**config.mk**
```make
export PLATFORM = sky130hd
export DESIGN_NAME = rooth_top
export DESIGN_NICKNAME = d
export VERILOG_FILES = /design/src/rtl/rooth_pkg.sv /design/src/rtl/ex_req_if.sv /design/src/rtl/issue_ctrl.sv /design/src/rtl/alu_unit.sv /design/src/rtl/div_unit.sv /design/src/rtl/wb_ctrl.sv /design/src/rtl/regs_file.sv /design/src/rtl/rooth_top.sv
export VERILOG_INCLUDE_DIRS = /design/src /design/src/rtl
export SDC_FILE = /design/constraint.sdc
export NUM_CORES = 2
export LEC_CHECK = 0
export CAP_MARGIN = 10
export CORE_MARGIN = 10
export CORE_UTILIZATION = 50
export CTS_CLUSTER_SIZE = 10
export DETAILED_ROUTE_END_ITERATION = 10
export DONT_BUFFER_PORTS = 1
export HOLD_SLACK_MARGIN = 0.03
export SYNTH_ARGS = -nofsm -noshare
export SYNTH_HDL_FRONTEND = slang
export SYNTH_SLANG_ARGS = --single-unit
```
**constraint.sdc**
```tcl
create_clock -name clk -period 10.1 [get_ports clk]
set_input_delay 2.02 -clock clk [delete_from_list [all_inputs] [get_ports clk]]
set_output_delay 2.02 -clock clk [all_outputs]
set_load 0.01 [all_outputs]
```
**src/rtl/rooth_params.svh**
```systemverilog
// rooth execute path widths, instruction encodings and divider step count
`ifndef ROOTH_PARAMS_SVH
`define ROOTH_PARAMS_SVH

// ---------------------------------------------------------------------
// datapath and register file
// ---------------------------------------------------------------------
`define ROOTH_XLEN          32
`define ROOTH_REG_ADDR_W    5
`define ROOTH_NUM_REGS      32

// ---------------------------------------------------------------------
// opcodes and funct7 codes
// ---------------------------------------------------------------------
`define ROOTH_OPC_OP        7'b0110011
`define ROOTH_OPC_OP_IMM    7'b0010011

`define ROOTH_FUNCT7_BASE   7'b0000000
`define ROOTH_FUNCT7_ALT    7'b0100000
`define ROOTH_FUNCT7_MULDIV 7'b0000001

// one quotient bit per step
`define ROOTH_DIV_STEPS     32

`endif

```
**src/rtl/rooth_pkg.sv**
```systemverilog
// rooth shared types: execution unit operations and the instruction word views
`default_nettype none

`include "rooth_params.svh"

package rooth_pkg;

    typedef enum logic [3:0] {
        ALU_ADD,
        ALU_SUB,
        ALU_SLL,
        ALU_SLT,
        ALU_SLTU,
        ALU_XOR,
        ALU_SRL,
        ALU_SRA,
        ALU_OR,
        ALU_AND
    } alu_op_e;

    // same order as funct3[1:0]
    typedef enum logic [1:0] {
        DIV_DIV  = 2'b00,
        DIV_DIVU = 2'b01,
        DIV_REM  = 2'b10,
        DIV_REMU = 2'b11
    } div_op_e;

    typedef struct packed {
        logic [6:0]                   funct7;
        logic [`ROOTH_REG_ADDR_W-1:0] rs2;
        logic [`ROOTH_REG_ADDR_W-1:0] rs1;
        logic [2:0]                   funct3;
        logic [`ROOTH_REG_ADDR_W-1:0] rd;
        logic [6:0]                   opcode;
    } r_type_t;

    typedef struct packed {
        logic [11:0]                  imm12;
        logic [`ROOTH_REG_ADDR_W-1:0] rs1;
        logic [2:0]                   funct3;
        logic [`ROOTH_REG_ADDR_W-1:0] rd;
        logic [6:0]                   opcode;
    } i_type_t;

    // opcode picks the valid view
    typedef union packed {
        r_type_t r;
        i_type_t i;
    } rv_inst_u;

endpackage

`default_nettype wire

```
**src/rtl/ex_req_if.sv**
```systemverilog
// issued operation from the issue stage to the ALU and the divider
`timescale 1ns/1ps
`default_nettype none

`include "rooth_params.svh"

interface ex_req_if;

    logic                    alu_start;
    logic                    div_start;
    rooth_pkg::alu_op_e      alu_op;
    rooth_pkg::div_op_e      div_op;
    logic [`ROOTH_XLEN-1:0]  src1;
    logic [`ROOTH_XLEN-1:0]  src2;

    modport issue (
        output alu_start, div_start, alu_op, div_op, src1, src2
    );

    modport alu (
        input alu_start, alu_op, src1, src2
    );

    modport div (
        input div_start, div_op, src1, src2
    );

endinterface

`default_nettype wire

```
**src/rtl/issue_ctrl.sv**
```systemverilog
// issue stage: decodes one instruction, reads operands and starts a unit
`timescale 1ns/1ps
`default_nettype none

`include "rooth_params.svh"

module issue_ctrl (
    input  logic                         clk,
    input  logic                         rst_n_i,
    input  logic                         inst_valid_i,
    input  rooth_pkg::rv_inst_u          inst_i,
    output logic [`ROOTH_REG_ADDR_W-1:0] rs1_addr_o,
    output logic [`ROOTH_REG_ADDR_W-1:0] rs2_addr_o,
    input  logic [`ROOTH_XLEN-1:0]       rs1_data_i,
    input  logic [`ROOTH_XLEN-1:0]       rs2_data_i,
    input  logic                         retire_i,
    output logic                         busy_o,
    output logic [`ROOTH_REG_ADDR_W-1:0] rd_o,
    ex_req_if.issue                      req
);

    logic                         busy_q;
    logic [`ROOTH_REG_ADDR_W-1:0] rd_q;
    logic                         dec_ok;
    logic                         dec_div;
    rooth_pkg::alu_op_e           dec_alu_op;
    logic [`ROOTH_XLEN-1:0]       dec_src2;
    logic                         accept;

    // funct3 to ALU op for the plain (base funct7) encodings
    function automatic rooth_pkg::alu_op_e base_op(input logic [2:0] f3);
        case (f3)
            3'd0:    base_op = rooth_pkg::ALU_ADD;
            3'd1:    base_op = rooth_pkg::ALU_SLL;
            3'd2:    base_op = rooth_pkg::ALU_SLT;
            3'd3:    base_op = rooth_pkg::ALU_SLTU;
            3'd4:    base_op = rooth_pkg::ALU_XOR;
            3'd5:    base_op = rooth_pkg::ALU_SRL;
            3'd6:    base_op = rooth_pkg::ALU_OR;
            default: base_op = rooth_pkg::ALU_AND;
        endcase
    endfunction

    assign rs1_addr_o = inst_i.r.rs1;
    assign rs2_addr_o = inst_i.r.rs2;

    // ---------------------------------------------------------------------
    // decode
    // ---------------------------------------------------------------------
    always_comb begin
        dec_ok     = 1'b0;
        dec_div    = 1'b0;
        dec_alu_op = base_op(inst_i.r.funct3);
        dec_src2   = rs2_data_i;
        if (inst_i.r.opcode == `ROOTH_OPC_OP) begin
            case (inst_i.r.funct7)
                `ROOTH_FUNCT7_BASE: dec_ok = 1'b1;
                `ROOTH_FUNCT7_ALT: begin
                    dec_ok     = (inst_i.r.funct3 == 3'd0) || (inst_i.r.funct3 == 3'd5);
                    dec_alu_op = (inst_i.r.funct3 == 3'd0) ? rooth_pkg::ALU_SUB
                                                           : rooth_pkg::ALU_SRA;
                end
                `ROOTH_FUNCT7_MULDIV: begin
                    // multiplies are not supported
                    dec_ok  = inst_i.r.funct3[2];
                    dec_div = 1'b1;
                end
                default: dec_ok = 1'b0;
            endcase
        end else if (inst_i.i.opcode == `ROOTH_OPC_OP_IMM) begin
            dec_src2 = {{(`ROOTH_XLEN-12){inst_i.i.imm12[11]}}, inst_i.i.imm12};
            case (inst_i.i.funct3)
                3'd1: dec_ok = (inst_i.r.funct7 == `ROOTH_FUNCT7_BASE);
                3'd5: begin
                    dec_ok = (inst_i.r.funct7 == `ROOTH_FUNCT7_BASE) ||
                             (inst_i.r.funct7 == `ROOTH_FUNCT7_ALT);
                    if (inst_i.r.funct7 == `ROOTH_FUNCT7_ALT) begin
                        dec_alu_op = rooth_pkg::ALU_SRA;
                    end
                end
                default: dec_ok = 1'b1;
            endcase
            // shift amount only
            if (inst_i.i.funct3[1:0] == 2'b01) begin
                dec_src2 = {{(`ROOTH_XLEN-5){1'b0}}, inst_i.i.imm12[4:0]};
            end
        end
    end

    assign accept = inst_valid_i && !busy_q && dec_ok;

    // ---------------------------------------------------------------------
    // issue and busy tracking
    // ---------------------------------------------------------------------
    always_ff @(posedge clk) begin
        if (!rst_n_i) begin
            busy_q        <= 1'b0;
            req.alu_start <= 1'b0;
            req.div_start <= 1'b0;
        end else begin
            req.alu_start <= accept && !dec_div;
            req.div_start <= accept && dec_div;
            if (accept) begin
                busy_q <= 1'b1;
            end else if (retire_i) begin
                busy_q <= 1'b0;
            end
        end
    end

    // operands held until the next acceptance
    always_ff @(posedge clk) begin
        if (accept) begin
            req.src1   <= rs1_data_i;
            req.src2   <= dec_src2;
            req.alu_op <= dec_alu_op;
            req.div_op <= rooth_pkg::div_op_e'(inst_i.r.funct3[1:0]);
            rd_q       <= inst_i.r.rd;
        end
    end

    assign busy_o = busy_q;
    assign rd_o   = rd_q;

endmodule

`default_nettype wire

```
**src/rtl/alu_unit.sv**
```systemverilog
// single-cycle RV32I integer ALU with a registered result
`timescale 1ns/1ps
`default_nettype none

`include "rooth_params.svh"

module alu_unit (
    input  logic                   clk,
    input  logic                   rst_n_i,
    ex_req_if.alu                  req,
    output logic                   done_o,
    output logic [`ROOTH_XLEN-1:0] res_o
);

    logic [`ROOTH_XLEN-1:0] a;
    logic [`ROOTH_XLEN-1:0] b;
    logic [4:0]             shamt;
    logic [`ROOTH_XLEN-1:0] res;

    assign a     = req.src1;
    assign b     = req.src2;
    assign shamt = req.src2[4:0];

    always_comb begin
        case (req.alu_op)
            rooth_pkg::ALU_ADD:  res = a + b;
            rooth_pkg::ALU_SUB:  res = a - b;
            rooth_pkg::ALU_SLL:  res = a << shamt;
            rooth_pkg::ALU_SLT:  res = {{(`ROOTH_XLEN-1){1'b0}}, $signed(a) < $signed(b)};
            rooth_pkg::ALU_SLTU: res = {{(`ROOTH_XLEN-1){1'b0}}, a < b};
            rooth_pkg::ALU_XOR:  res = a ^ b;
            rooth_pkg::ALU_SRL:  res = a >> shamt;
            rooth_pkg::ALU_SRA:  res = $signed(a) >>> shamt;
            rooth_pkg::ALU_OR:   res = a | b;
            rooth_pkg::ALU_AND:  res = a & b;
            default:             res = '0;
        endcase
    end

    always_ff @(posedge clk) begin
        if (!rst_n_i) begin
            done_o <= 1'b0;
        end else begin
            done_o <= req.alu_start;
        end
    end

    always_ff @(posedge clk) begin
        if (req.alu_start) begin
            res_o <= res;
        end
    end

endmodule

`default_nettype wire

```
**src/rtl/div_unit.sv**
```systemverilog
// iterative restoring divider for DIV, DIVU, REM and REMU
`timescale 1ns/1ps
`default_nettype none

`include "rooth_params.svh"

module div_unit (
    input  logic                   clk,
    input  logic                   rst_n_i,
    ex_req_if.div                  req,
    output logic                   done_o,
    output logic [`ROOTH_XLEN-1:0] res_o
);

    localparam int CNT_W = $clog2(`ROOTH_DIV_STEPS);

    logic                   busy_q;
    logic [CNT_W-1:0]       cnt_q;
    logic [`ROOTH_XLEN-1:0] quot_q;
    logic [`ROOTH_XLEN-1:0] rem_q;
    logic [`ROOTH_XLEN-1:0] dsr_q;
    logic                   neg_q_q;
    logic                   neg_r_q;
    logic                   sel_rem_q;

    logic                   is_signed;
    logic                   sign_a;
    logic                   sign_b;
    logic [`ROOTH_XLEN:0]   shifted;
    logic [`ROOTH_XLEN:0]   diff;

    assign is_signed = !req.div_op[0];
    assign sign_a    = is_signed && req.src1[`ROOTH_XLEN-1];
    assign sign_b    = is_signed && req.src2[`ROOTH_XLEN-1];

    // one restoring step
    assign shifted = {rem_q, quot_q[`ROOTH_XLEN-1]};
    assign diff    = shifted - {1'b0, dsr_q};

    // ---------------------------------------------------------------------
    // control
    // ---------------------------------------------------------------------
    always_ff @(posedge clk) begin
        if (!rst_n_i) begin
            busy_q <= 1'b0;
            cnt_q  <= '0;
            done_o <= 1'b0;
        end else begin
            done_o <= busy_q && (cnt_q == CNT_W'(`ROOTH_DIV_STEPS - 1));
            if (req.div_start) begin
                busy_q <= 1'b1;
                cnt_q  <= '0;
            end else if (busy_q) begin
                cnt_q <= cnt_q + 1'b1;
                if (cnt_q == CNT_W'(`ROOTH_DIV_STEPS - 1)) begin
                    busy_q <= 1'b0;
                end
            end
        end
    end

    // ---------------------------------------------------------------------
    // datapath on magnitudes
    // ---------------------------------------------------------------------
    always_ff @(posedge clk) begin
        if (req.div_start) begin
            quot_q    <= sign_a ? -req.src1 : req.src1;
            dsr_q     <= sign_b ? -req.src2 : req.src2;
            rem_q     <= '0;
            // a zero divisor leaves the all-ones quotient unsigned
            neg_q_q   <= (sign_a ^ sign_b) && (req.src2 != '0);
            neg_r_q   <= sign_a;
            sel_rem_q <= req.div_op[1];
        end else if (busy_q) begin
            if (!diff[`ROOTH_XLEN]) begin
                rem_q  <= diff[`ROOTH_XLEN-1:0];
                quot_q <= {quot_q[`ROOTH_XLEN-2:0], 1'b1};
            end else begin
                rem_q  <= shifted[`ROOTH_XLEN-1:0];
                quot_q <= {quot_q[`ROOTH_XLEN-2:0], 1'b0};
            end
        end
    end

    // sign fix-up; most negative / -1 wraps back to the dividend with rem 0
    always_comb begin
        if (sel_rem_q) begin
            res_o = neg_r_q ? -rem_q : rem_q;
        end else begin
            res_o = neg_q_q ? -quot_q : quot_q;
        end
    end

endmodule

`default_nettype wire

```
**src/rtl/wb_ctrl.sv**
```systemverilog
// writeback: picks the finished unit result, writes it and reports retirement
`timescale 1ns/1ps
`default_nettype none

`include "rooth_params.svh"

module wb_ctrl (
    input  logic                         clk,
    input  logic                         rst_n_i,
    input  logic                         alu_done_i,
    input  logic [`ROOTH_XLEN-1:0]       alu_res_i,
    input  logic                         div_done_i,
    input  logic [`ROOTH_XLEN-1:0]       div_res_i,
    input  logic [`ROOTH_REG_ADDR_W-1:0] rd_i,
    output logic                         wr_en_o,
    output logic [`ROOTH_REG_ADDR_W-1:0] wr_addr_o,
    output logic [`ROOTH_XLEN-1:0]       wr_data_o,
    output logic                         retire_o,
    output logic [`ROOTH_REG_ADDR_W-1:0] retire_rd_o,
    output logic [`ROOTH_XLEN-1:0]       retire_data_o
);

    // only one unit runs at a time
    assign wr_en_o   = alu_done_i || div_done_i;
    assign wr_addr_o = rd_i;
    assign wr_data_o = alu_done_i ? alu_res_i : div_res_i;

    always_ff @(posedge clk) begin
        if (!rst_n_i) begin
            retire_o <= 1'b0;
        end else begin
            retire_o <= wr_en_o;
        end
    end

    // x0 still reports its computed value
    always_ff @(posedge clk) begin
        if (wr_en_o) begin
            retire_rd_o   <= wr_addr_o;
            retire_data_o <= wr_data_o;
        end
    end

endmodule

`default_nettype wire

```
**src/rtl/regs_file.sv**
```systemverilog
// 32 x 32 integer register file with two read ports and a debug access port
`timescale 1ns/1ps
`default_nettype none

`include "rooth_params.svh"

module regs_file (
    input  logic                         clk,
    input  logic                         rst_n_i,
    input  logic                         wr_en_i,
    input  logic [`ROOTH_REG_ADDR_W-1:0] wr_addr_i,
    input  logic [`ROOTH_XLEN-1:0]       wr_data_i,
    input  logic [`ROOTH_REG_ADDR_W-1:0] rs1_addr_i,
    output logic [`ROOTH_XLEN-1:0]       rs1_data_o,
    input  logic [`ROOTH_REG_ADDR_W-1:0] rs2_addr_i,
    output logic [`ROOTH_XLEN-1:0]       rs2_data_o,
    input  logic                         jtag_we_i,
    input  logic [`ROOTH_REG_ADDR_W-1:0] jtag_addr_i,
    input  logic [`ROOTH_XLEN-1:0]       jtag_data_i,
    output logic [`ROOTH_XLEN-1:0]       jtag_data_o
);

    // x0 has no storage
    logic [`ROOTH_XLEN-1:0] regs_q [1:`ROOTH_NUM_REGS-1];

    always_ff @(posedge clk) begin
        if (!rst_n_i) begin
            for (int i = 1; i < `ROOTH_NUM_REGS; i++) begin
                regs_q[i] <= '0;
            end
        end else if (wr_en_i && (wr_addr_i != '0)) begin
            regs_q[wr_addr_i] <= wr_data_i;
        end else if (jtag_we_i && (jtag_addr_i != '0)) begin
            regs_q[jtag_addr_i] <= jtag_data_i;
        end
    end

    assign rs1_data_o  = (rs1_addr_i == '0) ? '0 : regs_q[rs1_addr_i];
    assign rs2_data_o  = (rs2_addr_i == '0) ? '0 : regs_q[rs2_addr_i];
    assign jtag_data_o = (jtag_addr_i == '0) ? '0 : regs_q[jtag_addr_i];

endmodule

`default_nettype wire

```
**src/rtl/rooth_top.sv**
```systemverilog
// rooth execute core top: issue, ALU, divider, writeback and register file
`timescale 1ns/1ps
`default_nettype none

`include "rooth_params.svh"

module rooth_top (
    input  logic                         clk,
    input  logic                         rst_n_i,
    input  logic                         inst_valid_i,
    input  logic [31:0]                  inst_i,
    output logic                         busy_o,
    output logic                         retire_o,
    output logic [`ROOTH_REG_ADDR_W-1:0] retire_rd_o,
    output logic [`ROOTH_XLEN-1:0]       retire_data_o,
    input  logic                         jtag_we_i,
    input  logic [`ROOTH_REG_ADDR_W-1:0] jtag_addr_i,
    input  logic [`ROOTH_XLEN-1:0]       jtag_data_i,
    output logic [`ROOTH_XLEN-1:0]       jtag_data_o
);

    ex_req_if ex_req ();

    logic [`ROOTH_REG_ADDR_W-1:0] rs1_addr;
    logic [`ROOTH_REG_ADDR_W-1:0] rs2_addr;
    logic [`ROOTH_XLEN-1:0]       rs1_data;
    logic [`ROOTH_XLEN-1:0]       rs2_data;
    logic [`ROOTH_REG_ADDR_W-1:0] rd;
    logic                         alu_done;
    logic [`ROOTH_XLEN-1:0]       alu_res;
    logic                         div_done;
    logic [`ROOTH_XLEN-1:0]       div_res;
    logic                         wr_en;
    logic [`ROOTH_REG_ADDR_W-1:0] wr_addr;
    logic [`ROOTH_XLEN-1:0]       wr_data;

    issue_ctrl u_issue_ctrl_0 (
        .clk          ( clk          ),
        .rst_n_i      ( rst_n_i      ),
        .inst_valid_i ( inst_valid_i ),
        .inst_i       ( inst_i       ),
        .rs1_addr_o   ( rs1_addr     ),
        .rs2_addr_o   ( rs2_addr     ),
        .rs1_data_i   ( rs1_data     ),
        .rs2_data_i   ( rs2_data     ),
        .retire_i     ( wr_en        ),
        .busy_o       ( busy_o       ),
        .rd_o         ( rd           ),
        .req          ( ex_req.issue )
    );

    alu_unit u_alu_unit_0 (
        .clk     ( clk        ),
        .rst_n_i ( rst_n_i    ),
        .req     ( ex_req.alu ),
        .done_o  ( alu_done   ),
        .res_o   ( alu_res    )
    );

    div_unit u_div_unit_0 (
        .clk     ( clk        ),
        .rst_n_i ( rst_n_i    ),
        .req     ( ex_req.div ),
        .done_o  ( div_done   ),
        .res_o   ( div_res    )
    );

    wb_ctrl u_wb_ctrl_0 (
        .clk           ( clk           ),
        .rst_n_i       ( rst_n_i       ),
        .alu_done_i    ( alu_done      ),
        .alu_res_i     ( alu_res       ),
        .div_done_i    ( div_done      ),
        .div_res_i     ( div_res       ),
        .rd_i          ( rd            ),
        .wr_en_o       ( wr_en         ),
        .wr_addr_o     ( wr_addr       ),
        .wr_data_o     ( wr_data       ),
        .retire_o      ( retire_o      ),
        .retire_rd_o   ( retire_rd_o   ),
        .retire_data_o ( retire_data_o )
    );

    regs_file u_regs_file_0 (
        .clk         ( clk         ),
        .rst_n_i     ( rst_n_i     ),
        .wr_en_i     ( wr_en       ),
        .wr_addr_i   ( wr_addr     ),
        .wr_data_i   ( wr_data     ),
        .rs1_addr_i  ( rs1_addr    ),
        .rs1_data_o  ( rs1_data    ),
        .rs2_addr_i  ( rs2_addr    ),
        .rs2_data_o  ( rs2_data    ),
        .jtag_we_i   ( jtag_we_i   ),
        .jtag_addr_i ( jtag_addr_i ),
        .jtag_data_i ( jtag_data_i ),
        .jtag_data_o ( jtag_data_o )
    );

endmodule

`default_nettype wire

```
# Word-level counts from Yosys, hierarchy flattened
# Memory sizes are Yosys's and may differ from the RTL's. A register that Yosys moved wholly into a read port is not among the register bits.
# Index checks and enable logic that the tools add are counted.
[word_totals]
mem_bits_rw = 992
inputBits = 73
out_inout_bits = 71
mem_count = 1
reg_bits = 223
[memory_table]
columns = ["memory", "words", "word_bits", "rd", "rd_clocked_by_memory_dff", "wr", "line", "rtl"]
rows = [
  ["u_regs_file_0.regs_q", 31, 32, 3, 1, 31, "regs_file.sv:24", "logic [`ROOTH_XLEN-1:0] regs_q [1:`ROOTH_NUM_REGS-1];"],
]
[op_classes]
reduce_logical = 30
addsub = 8
n_mux = 48
n_lt_le_gt_ge = 2
eq_ne = 21
shifts = 3
bitwise = 5
[op_table]
columns = ["cell", "count"]
rows = [
  ["$mux W32", 16],
  ["$pmux W32 S10", 1],
  ["$neg A32 Y32", 4],
  ["$lt A32 B32 Y1", 2],
  ["$reduce_or A32 Y1", 2],
  ["$sub A33 B32 Y33", 1],
  ["$add A32 B32 Y32", 1],
  ["$and A32 B32 Y32", 1],
  ["$or A32 B32 Y32", 1],
  ["$reduce_bool A32 Y1", 1],
  ["$shl A32 B5 Y32", 1],
  ["$shr A32 B5 Y32", 1],
  ["$sshr A32 B5 Y32", 1],
  ["$sub A32 B32 Y32", 1],
  ["$xor A32 B32 Y32", 1],
  ["$pmux W4 S7", 1],
  ["$mux W1", 20],
  ["$mux W4", 5],
  ["$eq A4 B3 Y1 const B", 4],
  ["$logic_not A5 Y1", 3],
  ["$eq A7 B6 Y1 const B", 2],
  ["$logic_and A1 B1 Y1", 10],
  ["$mux W5", 2],
  ["$reduce_bool A5 Y1", 2],
  ["23 further kinds", 33],
]

# Depth between registers and ports, before layout
[logic_depth]
word_depth = 8
depth_mapped = 16

# Cells and area by module
# A second synthesis with hierarchy kept.
[hier_totals]
hier_cells = 6768
hier_area_um2 = 83682.8
[by_module_without_submodules]
columns = ["module", "area_per_inst_um2", "instances", "cells_each"]
rows = [
  ["regs_file", 61157.4, 1, 4133],
  ["alu_unit", 8894.8, 1, 1285],
  ["div_unit", 8795.9, 1, 1071],
  ["issue_ctrl", 3115.5, 1, 198],
  ["wb_ctrl", 1719.1, 1, 81],
]

# Worst setup path after synthesis
# Ideal clock, no wire load.
[synth_timing]
path_type = "input-to-reg"
start = "in inst_i[28]"
end = "reg u_issue_ctrl_0.req.alu_start"
required_ns = 10.008
arrival_ns = 9.177
slack_ns = 0.831
path_buffers = 0
setup_ns = 0.092
stages = 7
path_cell_list = "or4_1 -> nor2_1 -> and3_1 -> a22oi_1 -> nor3b_1 -> nand2_1 -> a21oi_1"
[synth_via]
elab_chain_cells = 7
word_cells_on_any_way = 13
cone_classes = "eq/ne (2); mux (6); reduce/logical (5)"
[synth_rtl]
columns = ["item", "line", "rtl"]
rows = [
  ["from (decl)", "rooth_top.sv:11", "input logic [31:0] inst_i,"],
  ["$eq A7 B6 Y1 / $logic_not A7 Y1 (equally long branches)", "issue_ctrl.sv:56", "case (inst_i.r.funct7)"],
  ["$logic_or A1 B1 Y1", "issue_ctrl.sv:75", "dec_ok = (inst_i.r.funct7 == `ROOTH_FUNCT7_BASE) ||"],
  ["$pmux W1 S2", "issue_ctrl.sv:72", "case (inst_i.i.funct3)"],
  ["$mux W1", "issue_ctrl.sv:70", "end else if (inst_i.i.opcode == `ROOTH_OPC_OP_IMM) begin"],
  ["$mux W1 (*)", "issue_ctrl.sv:55", "if (inst_i.r.opcode == `ROOTH_OPC_OP) begin"],
  ["$logic_and A1 B1 Y1 (*)", "issue_ctrl.sv:90", "assign accept = inst_valid_i && !busy_q && dec_ok;"],
  ["named net u_issue_ctrl_0.accept", "issue_ctrl.sv:28", "logic accept;"],
  ["$logic_and A1 B1 Y1 (*)", "issue_ctrl.sv:101", "req.alu_start <= accept && !dec_div;"],
  ["to (signal assigned)", "issue_ctrl.sv:101", ""],
  ["to (decl)", "ex_req_if.sv:17", "output alu_start, div_start, alu_op, div_op, src1, src2"],
]
# The timed path passes the listed nets; every way through them passes the cells marked *.
# A chain may end at the register's enable or synchronous reset.

# Final worst setup path
[layout_timing]
start = "in jtag_addr_i[0]"
end = "out jtag_data_o[8]"
[layout_via]
elab_chain_cells = 2
word_cells_on_any_way = 3
cone_classes = "mux (1); reduce/logical (1); memory (1)"
[layout_rtl]
columns = ["item", "line", "rtl"]
rows = [
  ["from (decl)", "rooth_top.sv:17", "input logic [`ROOTH_REG_ADDR_W-1:0] jtag_addr_i,"],
  ["$mem_v2 Z31 W32 / $logic_not A5 Y1 (equally long branches)", "--", ""],
  ["$mux W32 (*)", "regs_file.sv:40", "assign jtag_data_o = (jtag_addr_i == '0) ? '0 : regs_q[jtag_addr_i];"],
  ["to (decl)", "rooth_top.sv:19", "output logic [`ROOTH_XLEN-1:0] jtag_data_o"],
]
# Every way passes the cells marked *; elsewhere a longest branch is shown, timed or not.

==> flow_summary.yaml <==
route:
  dr.pass1.iters: 5
  first_iter_violations: 8826
  routed_wl_um: 318200
  routed_via_density: 7.153
  ant_nets: 0
  vias: 59750
  wl_per_cell_um: 38.10
  drc: 0
cts:
  postCtsSetupRepairBufs: 0
  cts_buffers: 153
  cts_hold_buffers: 0
  worstSkewPairLatency_ns: 0.82
  cts_max_path_buffers: 3
  cts_resized: 0
  path_clk_slew_ns: 0.06
  numClockSinks: 1279
  root_buffer: "clkbuf_16"
  cts_htree_levels: 4
  cts_tree: "built"
finish:
  final_nets: 6320
  fin_area_um2: 89040
  fill_cells: 13550
  seqCellArea_um2: 37970
  drive_above_1_share_pct: 24.13
  syn_to_final_growth_pct: 8.019
  multi_input_area_um2: 42020
  utilization_pct: 54.52
logic_synthesis:
  ys_warn_count: 0
  ys_ff_latch: 1279
  synth-main-ff-cell: "edfxtp_1"
  synth_edf_count: 1235
  yosysTopAreaCell: "edfxtp_1"
  synthCells: 6382
  syn_avg_cell_area_um2: 12.92
  async_flop_share_pct: 0
  synth_area_um2: 82430
  ys_types: 85
  yosys-top-cells-area: "edfxtp_1 (45%), mux4_2 (28%), nor2_1 (6.1%)"
  ys_top_cells_by_count: "nor2_1 (1350), edfxtp_1 (1235), mux4_2 (1009)"
  synth_most_common_cell: "nor2_1"
  yosysSeqAreaShare_pct: 46.06
  yosys.area.top_type_share_pct: 44.99
grt:
  antenna_found_initial: 15
  grt_overflow: 0
  grt_usage_pct: 34.62
  grt_pass1_wl_um: 444900
  grt_max_degree: 261
  grt_pass1_vias: 58240
power_and_ir_drop:
  powerDensity_nw_per_um2: 139.1
  seqPwrFrac_pct: 49.1
  power_w: 0.01238
  p_leak_nw: 31.18
  p_comb_share_pct: 10.0
  intPower_w: 0.009394
  pwr-share-clk_pct: 40.8
  p_switching_w: 0.002988
  p_sw_share_pct: 24.13
  vdd_drop_max_mv: 0.1798
outcome:
  violations: "max-slew violations"
  run_status: "finished, violations left"
worst_setup_path:
  crit_family: "multiplexers"
  cp_common_cell: "mux4_2"
  end_kind: "output pin"
  required_ns: 8.08
  max_stage_delay_ns: 0.86
  cp-start-kind: "input port"
  critPathKind: "in -> out"
  slowest_stage: "mux4_2"
  path_cells: "mux4_2, mux4_2, mux2i_1, nor2_1"
  crit_buf_inv: 0
  worstPathMaxFanout: 259
  critPathArrivalTime_ns: 4.87
job:
  maxCapViolations: 0
floorplanning:
  start_util_pct: 50.47
  rows: 148
  core_area_um2: 163300
  die_x_um: 426.0
  dieArea_um2: 181500
  io_pins: 144
  die_h_um: 426.0
timing:
  period_needed_ns: 6.886
  rsz0062_at_grt: "no"
  holdWs_ns: 0.4278
  fin_skew_ns: 0.07526
  setup_violations: 0
  fmaxAchievable_mhz: 145.2
  slew_violations: 92
  worstMarginPinSlew_ns: 1.584
  final_hold_viol_count: 0
  timing.final.crit_share_pct: 68.17
  relSlewSlack_pct: -5.606
  fin_setup_tns_ns: 0
place:
  postPlaceCellArea_um2: 84630
  dp_hpwl_um: 193000
  port_buffers: 0
  gp_congestion: 0.9765
hold_path:
  hold_class: "reg -> reg"
[cell type report]
type,count,area share (%)
clock buffers,191,4.484
inverters,193,0.8136
repair buffers,162,1.402
diodes,2,0.005621
multi-input cells,4317,47.19
flip-flops and latches,1279,42.64
well taps,2175,3.056
clock inverters,33,0.4033
[cells in the final DEF, fill, tap and decap left out, types with 39 or more instances in the layout]
cell       netlist  routed
inv_1          190     189
a211oi_1        39      39
xnor2_1        121     121
a21o_1          41      41
o21ai_0        222     222
a21oi_1        233     233
nor2_1        1350    1349
dfxtp_1         44      42
mux4_2        1009    1009
edfxtp_1      1235    1235
mux2i_1        165     139
ha_1           138     138
nand2_1        302     239
clkbuf_16        0     154
nand2_2          0      60
buf_4            5     159
[cell families (layout without fill, tap and decap cells)]
logic type	count (synthesis)	count (layout)	share of synthesized area, %
AO/OA/AOI/OAI	844	844	6.531
buffers and inverters	817	579	3.861
flip-flops	1279	1279	46.06
adder cells (fa/ha/maj)	141	141	2.168
multiplexers	1194	1194	29.90
AND/OR/NAND/NOR	1955	1955	9.874
XOR/XNOR	151	151	1.604
other	1	34	0.004549
[stage by stage]
| stage | worst slack, ns | std cells |
|---|---|---|
| after floorplan | 0.8307 | 6413 |
| after global placement | 3.871 | 8123 |
| after detailed placement | 3.844 | 8123 |
| after CTS | 3.979 | 8347 |
| after global routing | 3.466 | 8350 |
| final | 3.214 | 8352 |
[state kept, by name, indices dropped and copies added (netlist names), 2 cells and up]
signal,flops
u_alu_unit_0.res_o,32
u_div_unit_0.cnt_q,5
u_div_unit_0.dsr_q,32
u_div_unit_0.quot_q,32
u_div_unit_0.rem_q,32
u_issue_ctrl_0.rd_o,5
u_issue_ctrl_0.req.alu_op,4
u_issue_ctrl_0.req.div_op,2
u_issue_ctrl_0.req.src1,32
u_issue_ctrl_0.req.src2,32
u_regs_file_0.regs_q,1024
u_wb_ctrl_0.retire_data_o,32
u_wb_ctrl_0.retire_rd_o,5
[power groups by stage]
| stage | registers [W] | logic, W | clock network, W |
|---|---|---|---|
| 4_1_cts | 0.00608 | 0.00121 | 0.00508 |
| 2_1_floorplan | 0.00614 | 0.000987 | 0 |
| 5_1_grt | 0.00610 | 0.00126 | 0.00528 |
| 3_3_place_gp | 0.00617 | 0.00120 | 0 |
| 6_report | 0.00608 | 0.00124 | 0.00506 |
| 3_5_place_dp | 0.00619 | 0.00120 | 0 |
[path summary, 6_finish.rpt]
path,start,end,slack [ns],depth (start not counted)
worst max-delay path,jtag_addr_i[0],jtag_data_o[8],3.21,4
worst min-delay path,u_issue_ctrl_0.req.div_op[1],u_div_unit_0.sel_rem_q,0.43,0
worst max register to register,u_issue_ctrl_0.req.src2[1],u_alu_unit_0.res_o[28],4.53,13
worst min register to register,u_issue_ctrl_0.req.div_op[1],u_div_unit_0.sel_rem_q,0.43,0
[layer usage]
metal  wire (um)  part of all wire (%)  global-route usage (%)
met4       26970                   8.5                   24.07
met5          89                 0.028                       0
met1      108000                    34                   42.62
met3       36750                    12                   8.326
met2      146400                    46                   53.97
No activity file was read; power rests on OpenSTA's default activity.
